[config.mk]
export PLATFORM = sky130hd
export DESIGN_NAME = ahb_to_apb_bridge
export DESIGN_NICKNAME = d
export VERILOG_FILES = /design/src/design/ahb_pkg.sv /design/src/design/apb_pkg.sv /design/src/design/ahb_addr_capture.sv /design/src/design/apb_transfer_fsm.sv /design/src/design/bridge_data_regs.sv /design/src/design/ahb_to_apb_bridge.sv
export SDC_FILE = /design/constraint.sdc
export NUM_CORES = 1
export LEC_CHECK = 0
export BUFFER_PORTS_ARGS = -buffer_cell sky130_fd_sc_hd__buf_4
export CAP_MARGIN = 20
export CORE_ASPECT_RATIO = 0.7
export CORE_UTILIZATION = 35
export CTS_BUF_LIST = sky130_fd_sc_hd__clkbuf_8 sky130_fd_sc_hd__clkbuf_16
export CTS_CLUSTER_SIZE = 24
export DETAILED_ROUTE_END_ITERATION = 12
export GPL_ROUTABILITY_DRIVEN = 0
export GPL_TIMING_DRIVEN = 0
export PLACE_DENSITY = 0.76
export SYNTH_ARGS = -nofsm -noshare
export SYNTH_HDL_FRONTEND = slang
export SYNTH_SLANG_ARGS = --single-unit
[constraint.sdc]
create_clock -name HCLK -period 5.5 [get_ports HCLK]
set_clock_uncertainty 0.05 [all_clocks]
set_input_delay 1.1 -clock HCLK [delete_from_list [all_inputs] [get_ports HCLK]]
set_output_delay 1.1 -clock HCLK [all_outputs]
set_load 0.05 [all_outputs]
[src/design/ahb_pkg.sv]
/*
  AHB-Lite slave port definitions
  - bus data width and HPROT bit positions
  - HTRANS and HSIZE encodings
  - address-phase input bundle
*/
package ahb_pkg;

  // ----------------------------------------
  // Widths and bit positions
  // ----------------------------------------
  localparam int data_width = 32;    // HWDATA / HRDATA / PWDATA / PRDATA

  localparam int hprot_data_bit = 0; // HPROT[0]: 0 opcode fetch, 1 data
  localparam int hprot_priv_bit = 1; // HPROT[1]: 0 user, 1 privileged

  // ----------------------------------------
  // Encodings
  // ----------------------------------------
  typedef enum logic [1:0] {
    trans_idle   = 2'b00,  // No transfer
    trans_busy   = 2'b01,  // Burst pause, no data
    trans_nonseq = 2'b10,  // Single or first beat
    trans_seq    = 2'b11   // Remaining beats of a burst
  } htrans_e;

  // Only sizes up to the bus width are meaningful on a 32-bit port
  typedef enum logic [2:0] {
    size_byte = 3'b000,
    size_half = 3'b001,
    size_word = 3'b010
  } hsize_e;

  // ----------------------------------------
  // Address phase bundle
  // ----------------------------------------
  // Sampled by the bridge on the HCLK edge that ends the address phase
  typedef struct packed {
    logic        sel;    // HSEL from the decoder
    logic [31:0] addr;   // Full HADDR, bridge keeps the low bits only
    htrans_e     trans;
    hsize_e      size;
    logic [3:0]  prot;
    logic        write;  // 1 write, 0 read
    logic        ready;  // HREADY, previous data phase done
  } ahb_addr_phase_t;

endpackage

[src/design/apb_pkg.sv]
/*
  APB master side definitions
  - bridge sequencing states and the unused code
  - captured transfer descriptor
  - APB request and response bundles
*/
package apb_pkg;

  // ----------------------------------------
  // Bridge state encoding
  // ----------------------------------------
  typedef enum logic [2:0] {
    st_idle       = 3'b000,  // No transfer pending
    st_apb_wait   = 3'b001,  // Transfer taken, waiting for pclken
    st_apb_setup  = 3'b010,  // APB setup phase, psel only
    st_apb_access = 3'b011,  // APB access phase, psel and penable
    st_end_okay   = 3'b100,  // Registered OKAY ending
    st_err_first  = 3'b101,  // ERROR, hreadyout low
    st_err_second = 3'b110   // ERROR, hreadyout high
  } bridge_state_e;

  localparam logic [2:0] st_illegal_code = 3'b111;  // Never reachable

  // ----------------------------------------
  // Bundles
  // ----------------------------------------
  typedef struct packed {
    logic [29:0] word_addr;  // HADDR[..:2], zero extended
    logic        write;
    logic [3:0]  strb;       // Byte lanes, zero on reads
    logic [2:0]  prot;       // {instruction, 0, privileged}
  } apb_xfer_t;

  typedef struct packed {
    logic [31:0]                     paddr;
    logic                            psel;
    logic                            penable;
    logic                            pwrite;
    logic [3:0]                      pstrb;
    logic [2:0]                      pprot;
    logic [ahb_pkg::data_width-1:0] pwdata;
  } apb_req_t;

  typedef struct packed {
    logic [ahb_pkg::data_width-1:0] prdata;
    logic                            pready;   // Ends the access phase
    logic                            pslverr;  // Valid with pready
  } apb_rsp_t;

endpackage

[src/design/ahb_addr_capture.sv]
/*
  AHB address-phase capture
  - start decode and write-data-first flag
  - byte strobe and protection mapping
  - transfer descriptor register
*/
module ahb_addr_capture import ahb_pkg::*, apb_pkg::*; #(
  parameter int addr_width     = 16,
  parameter int register_wdata = 0
) (
  input  logic            HCLK,
  input  logic            HRESETn,
  input  ahb_addr_phase_t ahb,
  output logic            select,       // One-cycle transfer start
  output logic            wdata_first,  // Write that needs HWDATA sampled first
  output apb_xfer_t       xfer
);

  logic [3:0] strb_nxt;  // Lanes for the transfer in address phase
  logic [2:0] prot_nxt;

  // NONSEQ or SEQ, selected, and bus ready
  assign select      = ahb.sel & ahb.trans[1] & ahb.ready;
  assign wdata_first = select & ahb.write & (register_wdata != 0);

  // ----------------------------------------
  // Strobe and protection mapping
  // ----------------------------------------
  always_comb
  begin
    case (ahb.size)
      size_byte : strb_nxt = 4'b0001 << ahb.addr[1:0];          // One lane
      size_half : strb_nxt = ahb.addr[1] ? 4'b1100 : 4'b0011;   // Lane pair
      default   : strb_nxt = 4'b1111;                           // Word
    endcase
    if (!ahb.write)
      strb_nxt = 4'b0000;  // Reads carry no strobes
  end

  assign prot_nxt[0] = ahb.prot[hprot_priv_bit];   // Privileged
  assign prot_nxt[1] = 1'b0;                       // Secure
  assign prot_nxt[2] = ~ahb.prot[hprot_data_bit];  // Instruction fetch

  // ----------------------------------------
  // Descriptor register
  // ----------------------------------------
  always_ff @(posedge HCLK or negedge HRESETn)
  begin
    if (!HRESETn)
      xfer <= '0;
    else if (select)  // End of AHB address phase
    begin
      xfer.word_addr <= 30'(ahb.addr[addr_width-1:2]);
      xfer.write     <= ahb.write;
      xfer.strb      <= strb_nxt;
      xfer.prot      <= prot_nxt;
    end
  end

  // A captured read reaches APB with no strobes set
  a_read_no_strb : assert property (@(posedge HCLK) disable iff (!HRESETn)
    select && !ahb.write |=> !xfer.write && xfer.strb == 4'b0000)
    else $error("read captured with byte strobes set");

endmodule

[src/design/apb_transfer_fsm.sv]
/*
  Bridge sequencer
  - wait, setup, access, OKAY ending and two-cycle ERROR
  - APB phase controls and AHB ready and response
*/
module apb_transfer_fsm import apb_pkg::*; #(
  parameter int register_rdata = 1
) (
  input  logic     HCLK,
  input  logic     HRESETn,
  input  logic     select,       // Transfer start from capture stage
  input  logic     wdata_first,  // HWDATA must be registered before setup
  input  logic     pclken,
  input  apb_rsp_t rsp,
  output logic     psel,
  output logic     penable,
  output logic     hreadyout,
  output logic     hresp,
  output logic     access_done,  // Access phase completes this edge
  output logic     busy          // Any state but idle
);

  bridge_state_e state;
  bridge_state_e state_nxt;
  bridge_state_e start_state;  // Where a new transfer enters

  // ----------------------------------------
  // Start decode
  // ----------------------------------------
  // Used from every state that can accept a new address phase
  always_comb
  begin
    if (!select)
      start_state = st_idle;
    else if (pclken && !wdata_first)
      start_state = st_apb_setup;  // Straight into setup
    else
      start_state = st_apb_wait;   // Hold for pclken or write data
  end

  assign access_done = (state == st_apb_access) & rsp.pready & pclken;

  // ----------------------------------------
  // Next state
  // ----------------------------------------
  always_comb
  begin
    state_nxt = state;
    case (state)
      st_idle,
      st_end_okay,
      st_err_second :
        state_nxt = start_state;
      st_apb_wait :
        if (pclken)
          state_nxt = st_apb_setup;
      st_apb_setup :
        if (pclken)
          state_nxt = st_apb_access;
      st_apb_access :
      begin
        if (access_done)
        begin
          if (rsp.pslverr)
            state_nxt = st_err_first;  // Two-cycle ERROR on AHB
          else if (register_rdata != 0)
            state_nxt = st_end_okay;   // Data goes out from the register
          else if (select)
            state_nxt = st_apb_wait;   // Back-to-back, OKAY given in access
          else
            state_nxt = st_idle;
        end
      end
      st_err_first :
        state_nxt = st_err_second;
      default :
        state_nxt = st_idle;  // Recover from the unused code
    endcase
  end

  always_ff @(posedge HCLK or negedge HRESETn)
  begin
    if (!HRESETn)
      state <= st_idle;
    else
      state <= state_nxt;
  end

  // ----------------------------------------
  // Output decode
  // ----------------------------------------
  assign psel    = (state == st_apb_setup) | (state == st_apb_access);
  assign penable = (state == st_apb_access);
  assign hresp   = (state == st_err_first) | (state == st_err_second);
  assign busy    = (state != st_idle);

  always_comb
  begin
    case (state)
      st_idle       : hreadyout = 1'b1;
      st_apb_wait   : hreadyout = 1'b0;
      st_apb_setup  : hreadyout = 1'b0;
      // Unregistered read data ends the AHB data phase here
      st_apb_access : hreadyout = (register_rdata == 0) & access_done & ~rsp.pslverr;
      st_end_okay   : hreadyout = 1'b1;
      st_err_first  : hreadyout = 1'b0;  // First ERROR cycle
      st_err_second : hreadyout = 1'b1;
      default       : hreadyout = 1'b1;
    endcase
  end

  // ----------------------------------------
  // Checks
  // ----------------------------------------
  a_no_illegal_state : assert property (@(posedge HCLK) disable iff (!HRESETn)
    state != st_illegal_code)
    else $error("bridge FSM reached unused state code");

  // Every access phase follows a setup phase of the same transfer
  a_enable_after_select : assert property (@(posedge HCLK) disable iff (!HRESETn)
    penable |-> psel && $past(psel))
    else $error("penable without preceding setup phase");

endmodule

[src/design/bridge_data_regs.sv]
/*
  Bridge data path
  - write-data sampling flag
  - shared read/write data register
  - pwdata and hrdata selection
*/
module bridge_data_regs import ahb_pkg::*; #(
  parameter int register_rdata = 1,
  parameter int register_wdata = 0
) (
  input  logic                  HCLK,
  input  logic                  HRESETn,
  input  logic                  wdata_first,  // Write address phase accepted
  input  logic                  access_done,
  input  logic                  pclken,
  input  logic [data_width-1:0] hwdata,
  input  logic [data_width-1:0] prdata,
  output logic [data_width-1:0] pwdata,
  output logic [data_width-1:0] hrdata
);

  logic                  wdata_pending;  // HWDATA valid, not yet sampled
  logic [data_width-1:0] rw_data;        // One register serves both directions

  // ----------------------------------------
  // Write data flag
  // ----------------------------------------
  // Set in the address phase, cleared on the next pclken edge
  always_ff @(posedge HCLK or negedge HRESETn)
  begin
    if (!HRESETn)
      wdata_pending <= 1'b0;
    else if (wdata_first)
      wdata_pending <= 1'b1;
    else if (wdata_pending && pclken)
      wdata_pending <= 1'b0;
  end

  // ----------------------------------------
  // Data register
  // ----------------------------------------
  always_ff @(posedge HCLK)
  begin
    if (wdata_pending && pclken && register_wdata != 0)
      rw_data <= hwdata;   // Write data held for the APB transfer
    else if (access_done && register_rdata != 0)
      rw_data <= prdata;   // Read data held for the ending cycle
  end

  assign pwdata = (register_wdata != 0) ? rw_data : hwdata;
  assign hrdata = (register_rdata != 0) ? rw_data : prdata;

endmodule

[src/design/ahb_to_apb_bridge.sv]
/*
  AHB-Lite to APB bridge top
  - capture stage, sequencer and data registers
  - APB request assembly and apbactive
*/
module ahb_to_apb_bridge import ahb_pkg::*, apb_pkg::*; #(
  parameter int addr_width     = 16,  // APB address space in bits
  parameter int register_rdata = 1,   // 1 adds an ending cycle, hrdata from a flop
  parameter int register_wdata = 0    // 1 registers hwdata before setup
) (
  input  logic                  HCLK,
  input  logic                  HRESETn,
  input  logic                  pclken,     // APB clock enable in HCLK domain
  input  ahb_addr_phase_t       ahb,
  input  logic [data_width-1:0] hwdata,
  output logic                  hreadyout,
  output logic [data_width-1:0] hrdata,
  output logic                  hresp,
  output apb_req_t              apb_req,
  input  apb_rsp_t              apb_rsp,
  output logic                  apbactive   // Clock gating hint for APB
);

  logic                  select;
  logic                  wdata_first;
  logic                  access_done;
  logic                  busy;
  logic                  psel;
  logic                  penable;
  logic [data_width-1:0] pwdata;
  apb_xfer_t             xfer;  // Captured transfer

  // ----------------------------------------
  // Stages
  // ----------------------------------------
  ahb_addr_capture #(
    .addr_width     (addr_width),
    .register_wdata (register_wdata)
  ) u_capture (
    .HCLK        (HCLK),
    .HRESETn     (HRESETn),
    .ahb         (ahb),
    .select      (select),
    .wdata_first (wdata_first),
    .xfer        (xfer)
  );

  apb_transfer_fsm #(
    .register_rdata (register_rdata)
  ) u_fsm (
    .HCLK        (HCLK),
    .HRESETn     (HRESETn),
    .select      (select),
    .wdata_first (wdata_first),
    .pclken      (pclken),
    .rsp         (apb_rsp),
    .psel        (psel),
    .penable     (penable),
    .hreadyout   (hreadyout),
    .hresp       (hresp),
    .access_done (access_done),
    .busy        (busy)
  );

  bridge_data_regs #(
    .register_rdata (register_rdata),
    .register_wdata (register_wdata)
  ) u_data (
    .HCLK        (HCLK),
    .HRESETn     (HRESETn),
    .wdata_first (wdata_first),
    .access_done (access_done),
    .pclken      (pclken),
    .hwdata      (hwdata),
    .prdata      (apb_rsp.prdata),
    .pwdata      (pwdata),
    .hrdata      (hrdata)
  );

  // ----------------------------------------
  // APB request and activity
  // ----------------------------------------
  assign apb_req = '{
    paddr   : {xfer.word_addr, 2'b00},  // Always word aligned
    psel    : psel,
    penable : penable,
    pwrite  : xfer.write,
    pstrb   : xfer.strb,
    pprot   : xfer.prot,
    pwdata  : pwdata
  };

  // Raised already in the address phase so the APB clock can wake up
  assign apbactive = (ahb.sel & ahb.trans[1]) | busy;

  // An accepted address phase always stalls the following data phase
  a_start_stalls : assert property (@(posedge HCLK) disable iff (!HRESETn)
    select |=> !hreadyout)
    else $error("data phase not stalled after transfer start");

endmodule

==> flow_summary.yaml, run 1 <==
setup_path:
  endpoint_kind: "output port"
  critPathArrivalTime_ns: 1.60
  crit_required_ns: 4.35
  path_max_fanout: 2
  cp-startpoint: "ahb[43]"
  r2r-start: "u_fsm.state[2]$_DFFE_PN0P_"
  critPathKind: "input port to output port"
  rrSetupSlack_ns: 3.45
  start_kind: "input port"
min_path:
  hp-class: "flop to flop"
  hold_start: "u_capture.xfer[8]$_DFFE_PN0N_"
power:
  ir_drop_v: 0.0001783
  p_total_mw: 1.377
  p_leak_nw: 1.891
  power_density_mw_per_mm2: 357.6
route:
  drt_pass1_iterations: 4
  viasPerCell: 4.127
  wirelength_um: 5612
  wl_per_cell_um: 12.70
  ant_nets: 0
  vias: 1824
  drt_iter0_drc: 31
  drc: 0
final_layout:
  fillerInstances: 529
  utilization_pct: 59.63
  finalNetCount: 463
  syn_to_final_growth_pct: 59.10
  multi_input_area_sq_um: 488.0
  layoutNonFillerInstCount: 442
  antennaDiodeCount: 0
  drive_gt1_share_pct: 62.11
  regArea_sq_mm: 0.001562
yosys:
  synth_edf_count: 32
  synth_area_per_cell_sq_um: 13.99
  synth-seq-cells: 56
  yosysSeqAreaShare_pct: 64.53
  synthArstFlopShare_pct: 42.86
  synth_warnings: 0
  synth_area_leaders: "edfxtp_1, dfrtp_1, buf_4"
  synth_top_area_share_pct: 39.71
  synth_top_cell_by_area: "edfxtp_1"
  yosys_most_used_dff: "edfxtp_1"
  syn_inst: 173
  synth_cell_type_count: 31
  syn_area_sq_mm: 0.002420
cts:
  insertion_delay_ns: 0.30
  ctsHoldBuffers: 0
  numCtsBuffers: 5
  cts_setup_buffers: 0
  cts.sinks: 56
  cts_tree: "yes"
  cts_buffer_depth: 2
  htree_levels: 2
  ctsResizeCount: 0
  clock-root-buffer: "clkbuf_8"
  clk_pin_slew_ns: 0.09
sta:
  final_max_slew_viol_count: 0
  finalSetupViolCount: 0
  fin_crit_ns: 2.750
  worst_pin_slew_ns: 0.6051
  hold_violations: 0
  hold-worst-slack_ns: 0.4516
  slew_headroom_pct: 59.66
  fmax_ghz: 0.3637
  grt_setup_unrepaired: "no"
  setup-tns-final_ns: 0
  period_share_pct: 49.99
floorplanning:
  die_x_um: 101.4
  dieHeight_um: 71.57
  rows: 24
  core_sq_mm: 0.006456
  start_util_pct: 37.48
  dieArea_sq_mm: 0.007255
  io_pins: 222
global_routing:
  grt_pass1_vias: 1749
  grt_max_degree: 25
  gr-total-overflow: 0
  antenna_found_initial: 0
  grt.total_usage_pct: 15.23
  grt_pass1_wl_um: 8314
place:
  io_buffers: 151
  placed_cells: 434
  dp_hpwl_um: 4484
outcome:
  status: "complete, no violations"
flow_run:
  maxCapViolCount: 0
## layer usage
layer | part of all wire [%] | global-route usage, %
met5 | 0 | 0
met4 | 0.78 | 4.670
met3 | 10 | 5.659
met2 | 51 | 27.29
met1 | 38 | 16.88
## final cells by class
class / count / share of cell area [%]
Clock inverter: 3 / 0.4875
Inverter: 5 / 0.4875
Tap cell: 91 / 2.957
Timing Repair Buffer: 152 / 30.16
Buffer: 57 / 10.89
Clock buffer: 5 / 1.787
Multi-Input combinational cell: 73 / 12.67
Sequential cell: 56 / 40.56
## per-stage QoR
| stage | instance area, sq um | worst slack [ns] |
|---|---|---|
| final | 3850 | 2.750 |
| after global placement | 3735 | 2.710 |
| after floorplan | 2487 | 2.834 |
| after detailed placement | 3762 | 2.746 |
| after CTS | 3850 | 2.748 |
| after global routing | 3850 | 2.680 |
## kinds of logic (layout without fill, tap and decap cells)
kind of cell           count (synthesis)  after routing  synth area share (%)
DFF                                   56             56                 64.53
and+or+nand+nor                       18             18                 4.033
muxes                                 15             15                 6.980
buffers and inverters                 62            222                 18.10
other                                  1             19                0.1550
AOI/OAI and AO/OA                     21             21                 6.205
## placed cells by master (no fill, tap or decap), drive strengths merged, types with 2 or more instances in the layout
master,count
nor2b,4
inv,5
nand2,3
nor2,5
clkinv,2
buf,208
a22o,4
nand3,2
mux2,15
o21ai,6
a21o,2
clkbuf,6
edfxtp,32
dfrtp,24
conb,19
## Yosys cell counts, types with 2 or more instances
library cell / number
buf_4: 54
edfxtp_1: 32
dfrtp_1: 24
mux2_1: 15
inv_1: 5
o21ai_0: 5
a22o_1: 4
nor2_1: 4
nor2b_1: 4
nand2_1: 3
a21o_1: 2
buf_2: 2
## critical path, cell delays in order
cell and delay, ns:
buf_4 0.12, a21oi_1 0.13, nand2_1 0.06, buf_4 0.19
## power by group
group	internal (mW)	switching (mW)
Clock	0.0888	0.133
Sequential	0.506	0.0284
Combinational	0.213	0.409
## final timing paths
kind                                             endpoint  cells after the start
setup / recovery                                apbactive                      4
hold reg to reg             u_capture.xfer[8]$_DFFE_PN0N_                      1
max in group asynchronous  u_capture.xfer[21]$_DFFE_PN0N_                      1
setup reg to reg              u_data.hrdata[23]$_DFFE_PP_                      5
hold / removal              u_capture.xfer[8]$_DFFE_PN0N_                      1
min in group asynchronous  u_capture.xfer[15]$_DFFE_PN0N_                      1
## sequential cells by signal, summed over array words and instances (netlist names)
name / flops
u_data.hrdata: 32
u_capture.xfer: 21
u_fsm.state: 3
(Power assumes the default switching activity.)
==> run 2: changes to the inputs <==
--- a/config.mk
+++ b/config.mk
@@ -8,7 +8,7 @@
 export BUFFER_PORTS_ARGS = -buffer_cell sky130_fd_sc_hd__buf_4
 export CAP_MARGIN = 20
 export CORE_ASPECT_RATIO = 0.7
-export CORE_UTILIZATION = 35
+export CORE_UTILIZATION = 33
 export CTS_BUF_LIST = sky130_fd_sc_hd__clkbuf_8 sky130_fd_sc_hd__clkbuf_16
 export CTS_CLUSTER_SIZE = 24
 export DETAILED_ROUTE_END_ITERATION = 12
==> constraint.sdc (replaced) <==
create_clock -name HCLK -period 2.3 [get_ports HCLK]
set_clock_uncertainty 0.05 [all_clocks]
set_input_delay 0.46 -clock HCLK [delete_from_list [all_inputs] [get_ports HCLK]]
set_output_delay 0.46 -clock HCLK [all_outputs]
set_load 0.05 [all_outputs]
==> run 2 against run 1 <==
  * Total power up 140%
  * Worst hold slack worse by 0.18 ns
  * Non-clock buffer count up 1
==> flow_summary.yaml, run 2 (synthesis gave the netlist of run 1 again) <==
setup_path:
  slowest_stage: "and3_1"
  critPathArrivalTime_ns: 2.05
  max_stage_delay_ns: 0.58
  crit_required_ns: 2.27
  r2r-start: "u_fsm.state[2]$_DFFE_PN0P_"
  endpoint_kind: "flop"
  start_kind: "flop"
  crit_chain: "clkbuf_1 > nor2b_1 > and2_1 > and3_1 > buf_16"
  cp-startpoint: "u_fsm.state[2]$_DFFE_PN0P_"
  path_max_fanout: 21
  r2r_end: "u_data.hrdata[22]$_DFFE_PP_"
  rrSetupSlack_ns: 0.22
  reg2reg_depth: 5
  cp-endpoint: "u_data.hrdata[22]$_DFFE_PP_"
  critPathKind: "flop to flop"
global_routing:
  met1_usage_pct: 16.17
  antenna_found_initial: 0
  gr-total-overflow: 0
  grt-busiest-layer: "met2"
  grt_use_met2_pct: 24.21
  grt_pass1_vias: 1669
  grt.total_usage_pct: 13.26
  met3_usage_pct: 2.307
  grt_pass1_wl_um: 7976
  grt_max_degree: 25
route:
  vias: 1839
  wirelength_um: 5447
  wl_per_cell_um: 12.21
  drt_iter0_drc: 43
  ant_nets: 0
  drc: 0
  viasPerCell: 4.123
  drt_pass1_iterations: 4
cts:
  numCtsBuffers: 5
  cts_buffer_depth: 2
  insertion_delay_ns: 0.30
  clock-root-buffer: "clkbuf_8"
  cts_tree: "yes"
  htree_levels: 2
  cts.sinks: 56
  clk_pin_slew_ns: 0.10
power:
  ir_drop_v: 0.0004524
  p_leak_nw: 1.897
  p_total_mw: 3.284
  power_density_mw_per_mm2: 849.8
sta:
  final_max_slew_viol_count: 0
  fmax_ghz: 0.4810
  grt_setup_unrepaired: "no"
  fin_ws_ns: 0.2208
  period_share_pct: 90.40
  finalSetupViolCount: 0
  worst_pin_slew_ns: 0.6488
  hold_violations: 0
  setup-tns-final_ns: 0
  fin_crit_ns: 2.079
  slew_headroom_pct: 56.74
final_layout:
  largest_reg_flops: 32
  finalNetCount: 464
  utilization_pct: 55.91
  multi_input_area_sq_um: 488.0
  antennaDiodeCount: 0
  fillerInstances: 606
  final_common_cell: "buf_4"
  syn_to_final_growth_pct: 59.72
  layout_common_cells: "buf_4, edfxtp_1, dfrtp_1, conb_1, mux2_1"
  regArea_sq_mm: 0.001562
  drive_gt1_share_pct: 61.65
flow_run:
  maxCapViolCount: 0
min_path:
  hp-class: "input port to flop"
  hold_path_depth: 1
place:
  io_buffers: 151
  pre_cts_slack_ns: 0.2349
  dp_hpwl_um: 4416
floorplanning:
  die_x_um: 104.4
  io_pins: 222
  dieArea_sq_mm: 0.007685
  core_sq_mm: 0.006913
  rows: 25
  dieHeight_um: 73.65
  start_util_pct: 35.00
outcome:
  status: "complete, no violations"
-- run 2: what timing repair did --
item	4_1_cts	5_1_grt
hold endpoints to repair	24	0
buffers inserted	0	0
gates resized for setup	0	0
hold buffers	1	0
-- run 2: worst min-delay path by stage --
stage | endpoint | from
after CTS | u_data.hrdata[15]$_DFFE_PP_ | apb_rsp[17]
after global routing | u_data.hrdata[20]$_DFFE_PP_ | apb_rsp[22]
after detailed placement | u_capture.xfer[19]$_DFFE_PN0N_ | HRESETn
final | u_data.hrdata[19]$_DFFE_PP_ | apb_rsp[21]
after floorplan | u_capture.xfer[0]$_DFFE_PN0N_ | HRESETn
after global placement | u_capture.xfer[19]$_DFFE_PN0N_ | HRESETn
-- run 2: layout make-up --
cell class | count | area share [%]
clock inverter | 3 | 0.5180
tap | 94 | 3.043
timing repair buffer | 153 | 30.30
sequential | 56 | 40.40
buffer | 57 | 10.84
inverter | 5 | 0.4856
multi-input combinational | 73 | 12.63
clock buffer | 5 | 1.781
-- run 2: power by group --
group | internal (mW) | switching, mW | total [mW]
Clock | 0.213 | 0.313 | 0.526
Sequential | 1.21 | 0.0682 | 1.28
Combinational | 0.510 | 0.972 | 1.48
Total | 1.93 | 1.35 | 3.28
-- run 2: metrics by stage --
step / instances / cell area (sq um) / hold WS (ns)
2_1_floorplan: 191 / 2487 / 0.1144
3_3_place_gp: 436 / 3739 / 0.3227
3_5_place_dp: 437 / 3766 / 0.3287
4_1_cts: 446 / 3865 / 0.2662
5_1_grt: 446 / 3865 / 0.2565
6_report: 446 / 3865 / 0.2742
-- run 2: critical path, delay by kind of cell (launching register included) --
| family | cells | cell delay, ns |
|---|---|---|
| buf+inv | 2 | 0.44 |
| simple gates | 3 | 0.93 |
| flops | 1 | 0.37 |
-- run 2: routing by layer --
| metal | share of wire, % | vias up | wire length, um |
|---|---|---|---|
| met4 | 0.62 | 0 | 34 |
| met2 | 52 | 103 | 2852 |
| met1 | 39 | 851 | 2113 |
| met5 | 0 | - | 0 |
| met3 | 8.2 | 2 | 447 |
| li1 | - | 883 | - |
